[config.mk]
export PLATFORM = sky130hd
export DESIGN_NAME = io_blackbox
export DESIGN_NICKNAME = d
export VERILOG_FILES = /design/src/hdl/bb_io_pkg.sv /design/src/hdl/bb_bus_pkg.sv /design/src/hdl/diob_frontend.sv /design/src/hdl/proc_line.sv /design/src/hdl/proc_bank.sv /design/src/hdl/blackbox_regs.sv /design/src/hdl/io_blackbox.sv
export SDC_FILE = /design/constraint.sdc
export NUM_CORES = 1
export LEC_CHECK = 0
export ABC_AREA = 1
export BUFFER_PORTS_ARGS = -buffer_cell sky130_fd_sc_hd__buf_2
export CELL_PAD_IN_SITES_DETAIL_PLACEMENT = 2
export CELL_PAD_IN_SITES_GLOBAL_PLACEMENT = 2
export CORE_MARGIN = 10
export CORE_UTILIZATION = 36
export DETAILED_ROUTE_END_ITERATION = 12
export GPL_TIMING_DRIVEN = 0
export PLACE_DENSITY = 0.95
export SLEW_MARGIN = 15
export SYNTH_ARGS = -nofsm -noshare
export SYNTH_HDL_FRONTEND = slang
export SYNTH_SLANG_ARGS = --single-unit
[constraint.sdc]
create_clock -name clock -period 5.05 [get_ports clock]
set_clock_uncertainty 0.15 [all_clocks]
set_input_delay 0.2525 -clock clock [delete_from_list [all_inputs] [get_ports clock]]
set_output_delay 0.2525 -clock clock [all_outputs]
set_load 0.005 [all_outputs]
[src/hdl/bb_io_pkg.sv]
// ----------------------------------------------------------------------
// I/O blackbox line definitions: widths, line vectors, processing modes
// ----------------------------------------------------------------------

package bb_io_pkg;

	// Largest supported number of DIOB lines
	localparam int max_lines = 16;

	// One bit per DIOB line, narrower designs use the low bits
	typedef logic [max_lines-1:0] line_vec_t;

	// Raw mode code of one line, one nibble in a select register
	typedef logic [3:0] mode_sel_t;

	// Decoded processing modes, codes 4 to 15 are unknown
	typedef enum logic [1:0]
	{
		proc_off         = 2'd0,
		proc_in_pass     = 2'd1,
		proc_out         = 2'd2,
		proc_in_debounce = 2'd3
	} proc_mode_t;

	// Debounce FSM
	typedef enum logic
	{
		deb_stable   = 1'b0,	// Output equals input
		deb_counting = 1'b1		// Input differs, counting ticks
	} deb_state_t;

	// Debounce counter
	typedef logic [15:0] count_t;

endpackage

[src/hdl/bb_bus_pkg.sv]
// ----------------------------------------------------------------------
// Strobe bus of the I/O blackbox: words, request/response, register map
// ----------------------------------------------------------------------

package bb_bus_pkg;

	typedef logic [15:0] bus_addr_t;
	typedef logic [15:0] bus_data_t;

	// Master to slave, triggers are single-cycle pulses
	typedef struct packed
	{
		bus_addr_t addr;
		bus_data_t data_w;
		logic      read_trg;
		logic      write_trg;
	} bus_req_t;

	// Slave to master, one cycle after the trigger
	typedef struct packed
	{
		bus_data_t data_r;
		logic      dtack;
		logic      data_r_act;	// data_r valid
	} bus_rsp_t;

	// Word offsets inside the register window
	localparam bus_addr_t reg_version   = 16'd0;
	localparam bus_addr_t reg_status    = 16'd1;
	localparam bus_addr_t reg_input     = 16'd2;
	localparam bus_addr_t reg_gpio_out  = 16'd3;
	localparam bus_addr_t reg_proc_sel0 = 16'd4;	// Offsets 4 to 7, four lines each

	// Size of the register window
	localparam int nr_regs = 8;

	// Version word is {major, minor}
	localparam logic [7:0] bb_version_major = 8'd1;
	localparam logic [7:0] bb_version_minor = 8'd2;

endpackage

[src/hdl/diob_frontend.sv]
// ----------------------------------------------------------------------
// DIOB frontend: two-flop input synchronizer, registered output/direction
// ----------------------------------------------------------------------

module diob_frontend import bb_io_pkg::*;
#(
	parameter int nr_lines = 8
)
(
	input  logic      clock,
	input  logic      reset,
	input  line_vec_t diob_in,
	output line_vec_t diob_sync,
	input  line_vec_t line_out,
	input  line_vec_t line_oe,
	output line_vec_t diob_out,
	output line_vec_t diob_dir
);

	// Only the lines that exist
	localparam line_vec_t lines_mask = line_vec_t'((1 << nr_lines) - 1);

	line_vec_t sync_meta;	// First stage, may go metastable

	// Input synchronizer
	always_ff @(posedge clock)
	begin
		sync_meta <= diob_in & lines_mask;
		diob_sync <= sync_meta;
	end

	// Output registers
	always_ff @(posedge clock)
	begin
		if (reset)
		begin
			diob_out <= '0;
			diob_dir <= '0;
		end
		else
		begin
			diob_out <= line_out & line_oe & lines_mask;	// Undriven lines stay low
			diob_dir <= line_oe & lines_mask;
		end
	end

endmodule

[src/hdl/proc_line.sv]
// ----------------------------------------------------------------------
// One line's processing: off, input pass, output or input debounce
// ----------------------------------------------------------------------

module proc_line import bb_io_pkg::*;
#(
	parameter int debounce_ticks = 5
)
(
	input  logic       clock,
	input  logic       reset,
	input  proc_mode_t mode,
	input  logic       sync_in,
	input  logic       gpio_bit,
	output logic       virt_bit,
	output logic       out_bit,
	output logic       oe_bit
);

	localparam count_t last_tick = count_t'(debounce_ticks - 1);

	deb_state_t deb_state;
	count_t     deb_count;	// Consecutive cycles with a differing level
	logic       level_differs;

	assign level_differs = sync_in != virt_bit;

	// Output side is combinational from mode and gpio value
	assign oe_bit  = mode == proc_out;
	assign out_bit = (mode == proc_out) && gpio_bit;

	// ------------------------------------------------------------------
	// Input side
	// ------------------------------------------------------------------

	always_ff @(posedge clock)
	begin
		if (reset)
		begin
			virt_bit  <= 1'b0;
			deb_state <= deb_stable;
			deb_count <= '0;
		end
		else if (mode == proc_in_debounce)
		begin
			case (deb_state)
				deb_stable:
				begin
					if (level_differs)
					begin
						if (debounce_ticks <= 1)
							virt_bit <= sync_in;	// No filtering at all
						else
						begin
							deb_state <= deb_counting;
							deb_count <= count_t'(1);
						end
					end
				end
				deb_counting:
				begin
					if (!level_differs)
					begin
						// Input went back, start over
						deb_state <= deb_stable;
						deb_count <= '0;
					end
					else if (deb_count == last_tick)
					begin
						virt_bit  <= sync_in;
						deb_state <= deb_stable;
						deb_count <= '0;
					end
					else
						deb_count <= deb_count + count_t'(1);
				end
				default:
				begin
					deb_state <= deb_stable;
					deb_count <= '0;
				end
			endcase
		end
		else
		begin
			// Any other mode parks the debouncer
			deb_state <= deb_stable;
			deb_count <= '0;
			virt_bit  <= (mode == proc_in_pass) ? sync_in : 1'b0;
		end
	end

endmodule

[src/hdl/proc_bank.sv]
// ----------------------------------------------------------------------
// Processing bank: decodes per-line mode selects, one channel per line
// ----------------------------------------------------------------------

module proc_bank import bb_io_pkg::*;
#(
	parameter int nr_lines       = 8,
	parameter int debounce_ticks = 5
)
(
	input  logic                     clock,
	input  logic                     reset,
	input  mode_sel_t [nr_lines-1:0] proc_sel,
	input  line_vec_t                gpio_out,
	input  line_vec_t                diob_sync,
	output line_vec_t                virt_in,
	output line_vec_t                line_out,
	output line_vec_t                line_oe,
	output logic                     any_unknown_sel
);

	logic [nr_lines-1:0] unknown_sel;	// Per line, code outside 0..3

	assign any_unknown_sel = |unknown_sel;

	for (genvar i = 0; i < max_lines; i++)
	begin : g_line
		if (i < nr_lines)
		begin : g_used
			proc_mode_t mode;
			logic       unknown;

			// Unknown codes fall back to off
			always_comb
			begin
				unknown = 1'b0;
				case (proc_sel[i])
					4'd0: mode = proc_off;
					4'd1: mode = proc_in_pass;
					4'd2: mode = proc_out;
					4'd3: mode = proc_in_debounce;
					default:
					begin
						mode    = proc_off;
						unknown = 1'b1;
					end
				endcase
			end

			assign unknown_sel[i] = unknown;

			proc_line #(
				.debounce_ticks	(debounce_ticks)
			) line_inst (
				.clock		(clock),
				.reset		(reset),
				.mode		(mode),
				.sync_in	(diob_sync[i]),
				.gpio_bit	(gpio_out[i]),
				.virt_bit	(virt_in[i]),
				.out_bit	(line_out[i]),
				.oe_bit		(line_oe[i])
			);
		end
		else
		begin : g_unused
			assign virt_in[i]  = 1'b0;
			assign line_out[i] = 1'b0;
			assign line_oe[i]  = 1'b0;
		end
	end

endmodule

[src/hdl/blackbox_regs.sv]
// ----------------------------------------------------------------------
// Register block on the strobe bus: version, status, inputs, gpio, selects
// ----------------------------------------------------------------------

module blackbox_regs import bb_io_pkg::*, bb_bus_pkg::*;
#(
	parameter int        nr_lines  = 8,
	parameter bus_addr_t base_addr = 16'h0100
)
(
	input  logic                     clock,
	input  logic                     reset,
	input  bus_req_t                 bus_req,
	output bus_rsp_t                 bus_rsp,
	input  line_vec_t                virt_in,
	input  logic                     any_unknown_sel,
	output line_vec_t                gpio_out,
	output mode_sel_t [nr_lines-1:0] proc_sel
);

	localparam line_vec_t lines_mask = line_vec_t'((1 << nr_lines) - 1);

	bus_addr_t                 offset;		// Word offset from base_addr
	bus_addr_t                 sel_offset;	// Offset from the first select register
	logic [1:0]                sel_idx;
	logic                      hit;
	mode_sel_t [max_lines-1:0] sel_all;		// Selects padded to the full window
	bus_data_t [3:0]           sel_words;
	bus_data_t                 read_word;
	bus_data_t                 data_r_q;
	logic                      dtack_q;
	logic                      data_r_act_q;

	// ------------------------------------------------------------------
	// Address check
	// ------------------------------------------------------------------

	assign offset     = bus_req.addr - base_addr;
	assign sel_offset = offset - reg_proc_sel0;
	assign sel_idx    = sel_offset[1:0];
	assign hit        = (bus_req.addr >= base_addr) && (offset < bus_addr_t'(nr_regs));

	// ------------------------------------------------------------------
	// Read mux
	// ------------------------------------------------------------------

	always_comb
	begin
		sel_all                 = '0;
		sel_all[nr_lines-1:0]   = proc_sel;
	end

	assign sel_words = sel_all;	// Lowest line in the low nibble

	always_comb
	begin
		read_word = '0;
		case (offset)
			reg_version:  read_word = {bb_version_major, bb_version_minor};
			reg_status:   read_word = bus_data_t'(any_unknown_sel);
			reg_input:    read_word = bus_data_t'(virt_in);
			reg_gpio_out: read_word = bus_data_t'(gpio_out);
			default:
			begin
				if (offset >= reg_proc_sel0)
					read_word = sel_words[sel_idx];
			end
		endcase
	end

	// ------------------------------------------------------------------
	// Register writes and handshake
	// ------------------------------------------------------------------

	always_ff @(posedge clock)
	begin
		if (reset)
		begin
			gpio_out     <= '0;
			proc_sel     <= '0;	// All lines off
			dtack_q      <= 1'b0;
			data_r_act_q <= 1'b0;
		end
		else
		begin
			dtack_q      <= hit && (bus_req.read_trg || bus_req.write_trg);
			data_r_act_q <= hit && bus_req.read_trg;

			if (hit && bus_req.write_trg)
			begin
				if (offset == reg_gpio_out)
					gpio_out <= bus_req.data_w & lines_mask;
				else if (offset >= reg_proc_sel0)
				begin
					// Selects beyond nr_lines are ignored
					for (int j = 0; j < nr_lines; j++)
					begin
						if (j / 4 == sel_idx)
							proc_sel[j] <= bus_req.data_w[(j % 4) * 4 +: 4];
					end
				end
			end
		end
	end

	// Read data, sampled with the trigger
	always_ff @(posedge clock)
	begin
		if (hit && bus_req.read_trg)
			data_r_q <= read_word;
	end

	assign bus_rsp = '{data_r: data_r_q, dtack: dtack_q, data_r_act: data_r_act_q};

endmodule

[src/hdl/io_blackbox.sv]
// ----------------------------------------------------------------------
// I/O blackbox top level: DIOB frontend, line processing, register block
// ----------------------------------------------------------------------

module io_blackbox import bb_io_pkg::*, bb_bus_pkg::*;
#(
	parameter int        nr_lines       = 8,		// 4 to 16, multiple of 4
	parameter bus_addr_t base_addr      = 16'h0100,
	parameter int        debounce_ticks = 5
)
(
	input  logic      clock,
	input  logic      reset,
	input  line_vec_t diob_in,
	output line_vec_t diob_out,
	output line_vec_t diob_dir,
	input  bus_req_t  bus_req,
	output bus_rsp_t  bus_rsp
);

	line_vec_t                  diob_sync;
	line_vec_t                  line_out;
	line_vec_t                  line_oe;
	line_vec_t                  virt_in;
	line_vec_t                  gpio_out;
	mode_sel_t [nr_lines-1:0]   proc_sel;
	logic                       any_unknown_sel;

	diob_frontend #(
		.nr_lines	(nr_lines)
	) frontend_inst (
		.clock		(clock),
		.reset		(reset),
		.diob_in	(diob_in),
		.diob_sync	(diob_sync),
		.line_out	(line_out),
		.line_oe	(line_oe),
		.diob_out	(diob_out),
		.diob_dir	(diob_dir)
	);

	proc_bank #(
		.nr_lines		(nr_lines),
		.debounce_ticks	(debounce_ticks)
	) proc_bank_inst (
		.clock				(clock),
		.reset				(reset),
		.proc_sel			(proc_sel),
		.gpio_out			(gpio_out),
		.diob_sync			(diob_sync),
		.virt_in			(virt_in),
		.line_out			(line_out),
		.line_oe			(line_oe),
		.any_unknown_sel	(any_unknown_sel)
	);

	blackbox_regs #(
		.nr_lines	(nr_lines),
		.base_addr	(base_addr)
	) regs_inst (
		.clock				(clock),
		.reset				(reset),
		.bus_req			(bus_req),
		.bus_rsp			(bus_rsp),
		.virt_in			(virt_in),
		.any_unknown_sel	(any_unknown_sel),
		.gpio_out			(gpio_out),
		.proc_sel			(proc_sel)
	);

endmodule

==> flow_results.org, run 1 <==
** Outcome
- Status :: complete, no violations

** Critical path
- Kind of start point of the critical path :: primary input
- STA classifies the critical path endpoint as a register.
- The critical path in this run is classified as in -> reg.
- Counting cells, the worst reg-to-reg path comes to 9.
- Worst EP required :: 5.38 ns
- For the worst setup path, the data arrival time is 3.07 ns.
- Of all nets on the critical path, the largest fanout is 10.

** Finish
- Post-route core utilization :: 0.436
- Proportion of layout cells with a drive suffix above 1 :: 0.0957
- Final nets :: 2042
- In the final layout, the registers with the most flip-flops are proc_bank_inst.g_line.g_used.line_inst.deb_count (128), regs_inst.proc_sel (32), regs_inst.data_r_q (16).
- Footprint of the multi-input gates :: 5930 sq um
- Flip-flop count of the largest register, all copies and words added :: 128
- Largest register by flop count :: proc_bank_inst.g_line.g_used.line_inst.deb_count
- Relative area change from synthesis to final layout :: 18.9%
- Area occupied by registers :: 4840 sq um
- Fill cells in the final layout number 3866.

** Die
- I/O pin cnt :: 102
- The die covers 41100 sq um.
- Die Span Y :: 203 um
- The core region is 32800 sq um.
- Starting utilization of the core area :: 0.367
- Number of standard-cell rows in the floorplan :: 66
- Die boundary width :: 203 um

** Global route
- Summed over all layers, the global routing overflow is 0.
- Entering global routing, the biggest net connects 14 pins.
- Total track usage :: 0.310
- The via count of the first global-routing pass was 16300.
- Wire length of the first global-routing pass :: 101 mm
- Initial antenna violation count :: 0

** Synth
- Total standard cell area after synthesis :: 12000 sq um
- Distinct cell type count after synthesis :: 44
- dfxtp_1 takes more of the synthesized area than any other cell.
- Sorting the synthesized cells by area gives the leading types as dfxtp_1 (36%), nand2_1 (16%), inv_1 (8.0%), nor2_1 (7.2%), a21oi_1 (5.9%).
- Synthesis warning total :: 0
- In this run, synthesis produced a sequential element count of 234.
- Synthesized instance count :: 1824
- Counting flops with a built-in enable in the synthesized netlist gives 16.
- Async S/R FF share, synth :: 0
- Top-count cell post-synth :: nand2_1
- Ys flop type :: dfxtp_1
- The commonest cells after synthesis are nand2_1 (513), inv_1 (258), nor2_1 (231).
- Synth Area per Inst :: 6.60 sq um
- For this run, the register share of the synthesized area comes to 0.403.
- Share of the synthesized area in the top cell type :: 0.363

** Place
- Routability-driven placement finished with a final weighted congestion of 0.865.
- The wire-length estimate of the detail-placed layout is 38.5 mm.
- Buffers placed on the I/O ports in this run total 77.
- Timing analysis after detailed placement gives a worst setup slack of 2.69 ns.

** Timing
- After layout, the worst setup slack is 2.31 ns.
- Of the available clock period, the critical path in the final layout requires 0.543.
- Setup repair after global routing left no endpoint under its margin.
- Measured against its own limit, the worst slew margin works out to 0.405.
- In the final timing run, aggregate negative setup slack is 0 ns.
- Maximum operating frequency :: 365 MHz
- Setup violations remaining at the end of the flow were counted as 0.
- Final count of hold timing violations :: 0
- Worst slew pin tran :: 0.893 ns
- Max-slew violation count :: 0
- Final min period :: 2.74 ns

** Clock tree
- TritonCTS built the clock tree.
- Clock tree synthesis inserted a total of 29 buffers.
- No sink is reached through more buffers than the 3 on the longest clock path.
- Clock net sink count :: 234
- The tree is rooted in a clkbuf_16.
- Level count of the clock H-tree :: 1
- After clock tree synthesis, the setup repair step added 0 buffers.
- Worst skew pair latency :: 0.58 ns
- Once the clock tree was built, the resizer swapped 0 gates to a different size.
- Buffers inserted to repair hold after CTS numbered 26.
- Clock slew at reported path FFs :: 0.07 ns

** Detailed routing
- Post-detailed-route count of antenna-violating nets :: 0
- Vias after detailed routing :: 14200
- In the routed layout, each cell is associated on average with a via count of 5.83.
- Routed wirelength normalized by instance count :: 26.9 um
- Number of remaining DRC errors :: 0
- Routed wire length :: 65.7 mm
- DR iter-0 viols :: 945
- Detailed-routing iteration count for the pre-antenna-repair pass :: 5

** Power
- VDD IR max :: 0.000289 V
- In this run the static leakage power is 0.00578 uW.
- For this design the ratio of total power to cell area is 301 nW/um^2.

** Run
- Maxcap violations :: 0

** Worst hold path
- Class of the tightest hold or removal check :: in -> reg
- Worst hold stages :: 4
worst max-delay path, cell delays in order:
cell and delay (ns):
dlygate4sd3_1 0.54, buf_2 0.15, inv_1 0.12, buf_2 0.29
buf_1 0.59, clkbuf_1 0.74, nand2_1 0.19, nor2_1 0.19
cell type report:
type / count / share of cell area
clock inverter: 7 / 0.00796
sequential: 234 / 0.339
timing repair buffer: 104 / 0.0462
clock buffer: 46 / 0.0615
antenna: 2 / 0.000350
inverter: 260 / 0.0682
multi-input combinational: 1288 / 0.415
tap: 442 / 0.0387
buffer: 57 / 0.0235
path summary, 6_finish.rpt:
kind	start	to	slack [ns]
setup / recovery	reset	regs_inst.gpio_out[6]	2.31
hold / removal	bus_req[30]	regs_inst.dtack_q	0.05
setup reg to reg	register	register	2.44
hold reg to reg	frontend_inst.sync_meta[0]	frontend_inst.diob_sync[0]	0.19
cell families after synthesis:
| group | count (synthesis) | share of synthesized area |
|---|---|---|
| AND/OR/NAND/NOR | 956 | 0.336 |
| other | 1 | 0.000312 |
| buffers and inverters | 317 | 0.109 |
| adder cells (fa/ha/maj) | 16 | 0.0166 |
| XOR/XNOR | 9 | 0.00655 |
| flip-flops | 234 | 0.403 |
| AO/OA/AOI/OAI | 291 | 0.128 |
stage by stage:
stage          area, sq um  hold slack (ns)  total power (uW)  instances
4_1_cts              14300           0.0324              4270       2438
3_5_place_dp         13000            0.169              2020       2359
3_3_place_gp         13000            0.163              2020       2358
6_report             14300           0.0540              4300       2440
5_1_grt              14300           0.0665              4370       2438
2_1_floorplan        12100            0.130              1970       1839
layout by cell type, fill, tap and decap left out, types with 6 or more instances in the layout:
| master | count |
|---|---|
| dlygate4sd3_1 | 26 |
| a22oi_1 | 12 |
| conb_1 | 16 |
| ha_1 | 16 |
| o211ai_1 | 6 |
| nand2_1 | 513 |
| nand3_1 | 110 |
| dfxtp_1 | 218 |
| edfxtp_1 | 16 |
| nor3_1 | 30 |
| clkbuf_16 | 29 |
| nor2_1 | 230 |
| xnor2_1 | 9 |
| buf_2 | 97 |
| o22ai_1 | 10 |
| a21oi_1 | 143 |
| clkbuf_1 | 21 |
| inv_1 | 258 |
| clkbuf_8 | 9 |
| nand4_1 | 38 |
| o21ai_0 | 106 |
| buf_4 | 20 |
where the power goes:
part	internal [uW]	total (uW)	switching [uW]
clock	1340	2290	947
combinational	45.6	136	90.8
sequential	1870	1880	6.38
total	3260	4300	1040
layer usage:
metal	share of wire	GRT usage
met2	0.51	0.568
met5	0	0
met3	0.051	0.0508
met1	0.38	0.329
met4	0.061	0.180
Power figures use the tool's default switching activity.
==> inputs of run 2 (changes only) <==
CORE_UTILIZATION = 33   (was 36)
PLACE_DENSITY = 0.9   (was 0.95)
clock period = 2.8 ns   (was 5.05 ns; I/O delays follow)
==> run 2 against run 1 <==
Compared with the run above: first-iteration DRC count fell by 17%; sequential share of layout area down 0.28 points; critical path depth shrank 2; clock power rose by 89%; design area up 0.83%; die area up 8.2%; global-route usage decreased by 5.7 points; hold slack worse by 0.025 ns; non-clock buffer count grew 5; sequential power up 80%; highest routed layer is now met5; setup slack got worse by 2.1 ns; utilization fell by 3.3 points.
==> flow_results.org, run 2 (same netlist as run 1, synthesis figures left out) <==
** Finish
- Relative area change from synthesis to final layout :: 19.9%
- The summed area of non-filler cells in the final layout came to 14400 sq um (+0.83%).
- Registers with the highest flip-flop counts :: proc_bank_inst.g_line.g_used.line_inst.deb_count (128), regs_inst.proc_sel (32), regs_inst.data_r_q (16)
- Ranked by flip-flop count, first place goes to proc_bank_inst.g_line.g_used.line_inst.deb_count.
- The fraction of final layout cells with drive strength greater than 1 is 0.0965 (+0.000760).
- Flip-flop count of the largest register, all copies and words added :: 128 (unchanged)
- Fillers :: 4256 (+10%)
- Leaving out fill and tap cells, the most frequent cell in the layout is nand2_1.
- The number of non-filler instances in the completed layout was 2464 (+0.98%).
- The top cell types in the final layout, fill and taps aside, are nand2_1 (513), inv_1 (258), nor2_1 (230).
- Final nets :: 2047 (+0.24%)

** Clock tree
- CTS Buf Count :: 29 (unchanged)
- Level count of the clock H-tree :: 1 (unchanged)
- Largest buffer count on any clock path :: 3 (unchanged)
- Worst skew pair latency :: 0.59 ns (about the same)
- Clock slew at reported path FFs :: 0.07 ns (about the same)
- The buffers inserted during post-CTS setup optimization was 0 (unchanged).
- Clock root buffer :: clkbuf_16
- The count of clock tree sinks came to 234 (unchanged).
- The post-cts sizing count is 0 (unchanged).
- TritonCTS built the clock tree.

** Detailed routing
- The DRC violations left was 0 (unchanged).
- The via total after detailed routing was 13400 (-5.9%).
- The starting DRC count in detailed routing came to 781 (-17%).
- The average wire per standard cell was 23.2 um (-14%).
- Routed wire length :: 57.2 mm (-13%)
- The number of vias per cell after detailed routing is 5.43 (-6.8%).
- The first-pass iteration count of the detailed router came to 5 (unchanged).
- The residual antenna-violating net count after detailed routing was 0 (unchanged).

** Timing
- The summed negative setup slack over all endpoints was 0 ns (unchanged).
- The final hold violation count is 0 (unchanged).
- Final min period :: 2.60 ns
- Period utilization :: 0.928
- The normalized max-slew margin was 0.488 (+0.0829).
- Max-slew violation count :: 0 (unchanged)
- Setup repair after global routing left no endpoint under its margin.
- Static timing analysis puts the maximum clock frequency at 385 MHz.
- Worst slew pin tran :: 0.769 ns (-0.124 ns)
- The final-report setup violation count is 0 (unchanged).

** Place
- Number of cells after detailed placement :: 2378 (+0.81%)
- Detailed placement HPWL :: 35.0 mm (-9.0%)
- Weighted congestion at the end of routability-driven global placement :: 0.862 (-0.38%)
- Post-Place Cell Area :: 13100 sq um (+0.18%)
- The count of input and output buffers came to 77 (unchanged).

** Critical path
- The worst path buffer plus inverter count came to 1 (-5).
- First element of the critical path :: regs_inst.proc_sel[6]
- Total stage count of the critical path :: 6 (-2)
- Critical-path cell list :: nor2_1 > nand3_1 > nor2_1 > clkbuf_1 > o21ai_0 > a21oi_1
- Biggest cell delay along the critical path :: 0.57 ns (-0.17 ns)
- Worst path most repeated cell :: nor2_1
- The startpoint identified for the worst register-to-register timing path is regs_inst.proc_sel[6].
- The required time of the critical path came to 3.10 ns (-2.28 ns).
- The kind of cell with the highest combined delay along the critical path is simple AND/OR/NAND/NOR gates.
- The setup path with the least slack is of type reg -> reg.
- Critical Path AT :: 2.90 ns (-0.17 ns)
- STA classifies the critical path startpoint as a register.
- Number of cell instances on the worst register-to-register path :: 6 (-3)
- Max FO, Critical Path :: 10 (unchanged)
- For this design, the slowest cell found on the critical path is clkbuf_1.
- STA classifies the critical path endpoint as a register.

** Power
- Switching fraction of total power :: 0.238 (-0.00479)
- The reported net switching power is 1890 uW (+81%).
- The clock group share of total power was 0.544 (+0.012).
- The peak ir drop on the vdd network was 0.000452 V (+56%).
- The power density over the cells is 551 nW/um^2 (+83%).
- The proportion of power drawn by combinational gates came to 0.030 (-0.002).
- Tot Pwr :: 7940 uW (+85%)
- Cell-internal power :: 6050 uW (+86%)
- Sequential group share of total power :: 0.426 (-0.010)
- Static Leakage :: 0.00583 uW (+0.78%)

** Outcome
- The run finished with clean final reports.

** Global route
- The initial antenna violation count came to 3 (+3).
- The maximum number of pins on one net before global-route repair was 15 (+1).
- Wire length of the first global-routing pass :: 90.0 mm (-11%)
- Gr ovfl total :: 0 (unchanged)
- The global-route usage over all layers was 0.253 (-0.0566).
- Via count of the first global-routing pass :: 15200 (-6.5%)

** Die
- The number of ports placed on the die boundary was 102 (unchanged).
- The chip width was 211 um (+4.0%).
- The die footprint came to 44500 sq um (+8.2%).
- Core area :: 35700 sq um (+9.0%)
- The starting density of the core was 0.337 (-0.0304).
- Number of standard-cell rows in the floorplan :: 69 (+4.5%)
- The height of the die came to 211 um (+4.0%).

** Worst hold path
- The tightest min-delay check is of the in -> reg type.
- Worst hold stages :: 6 (+2)
- In this run the most critical hold path is launched from bus_req[18].

** Run
- Maxcap violations :: 0 (unchanged)
run 2: path summary, 6_finish.rpt:
kind / to / slack (ns)
worst max-delay path: register / 0.20
worst min-delay path: regs_inst.proc_sel[2] / 0.03
worst max register to register: register / 0.20
worst min register to register: frontend_inst.diob_sync[5] / 0.21
run 2: through the flow:
step | util | hold WS [ns] | setup WS [ns]
global route | 0.403 | 0.0492 | 0.153
detailed placement | 0.366 | 0.0940 | 0.568
CTS | 0.403 | 0.000932 | 0.465
finish | 0.403 | 0.0295 | 0.202
floorplan | - | 0.0177 | 0.949
global placement | 0.365 | 0.0927 | 0.112
run 2: power groups by stage:
stage	Combinational [uW]	Sequential (uW)	Clock, uW
4_1_cts	231	3380	4320
5_1_grt	254	3380	4480
6_report	238	3380	4320
3_5_place_dp	191	3460	0
3_3_place_gp	181	3460	0
2_1_floorplan	98.7	3450	0
run 2: what timing repair did:
item | in CTS | in global routing
endpoints found under the setup margin | 0 | 0
hold endpoints to repair | 57 | 0
hold buffers | 31 | 0
run 2: cell type report:
| cell class | instances | area (sq um) | share of cell area |
|---|---|---|---|
| Antenna cell | 2 | 5.00 | 0.000347 |
| Multi-Input combinational cell | 1288 | 5930 | 0.411 |
| Clock inverter | 18 | 270 | 0.0187 |
| Sequential cell | 234 | 4840 | 0.336 |
| Clock buffer | 35 | 768 | 0.0533 |
| Timing Repair Buffer | 109 | 711 | 0.0493 |
| Tap cell | 461 | 577 | 0.0400 |
| Inverter | 260 | 976 | 0.0677 |
| Buffer | 57 | 337 | 0.0233 |
run 2: worst reg2reg max path, stage by stage, from the launching register on:
cell and delay, ns:
dfxtp_1 0.35, nor2_1 0.38, nand3_1 0.23, nor2_1 0.25, clkbuf_1 0.57, o21ai_0 0.22, a21oi_1 0.31
run 2: layer usage:
| layer | up-vias | share of wire | wire [um] | GRT usage |
|---|---|---|---|---|
| li1 | 6107 | - | - | - |
| met1 | 6745 | 0.41 | 23200 | 0.287 |
| met2 | 370 | 0.51 | 29100 | 0.461 |
| met3 | 161 | 0.039 | 2250 | 0.0362 |
| met4 | 2 | 0.046 | 2650 | 0.117 |
| met5 | - | 0.00023 | 13 | 0 |
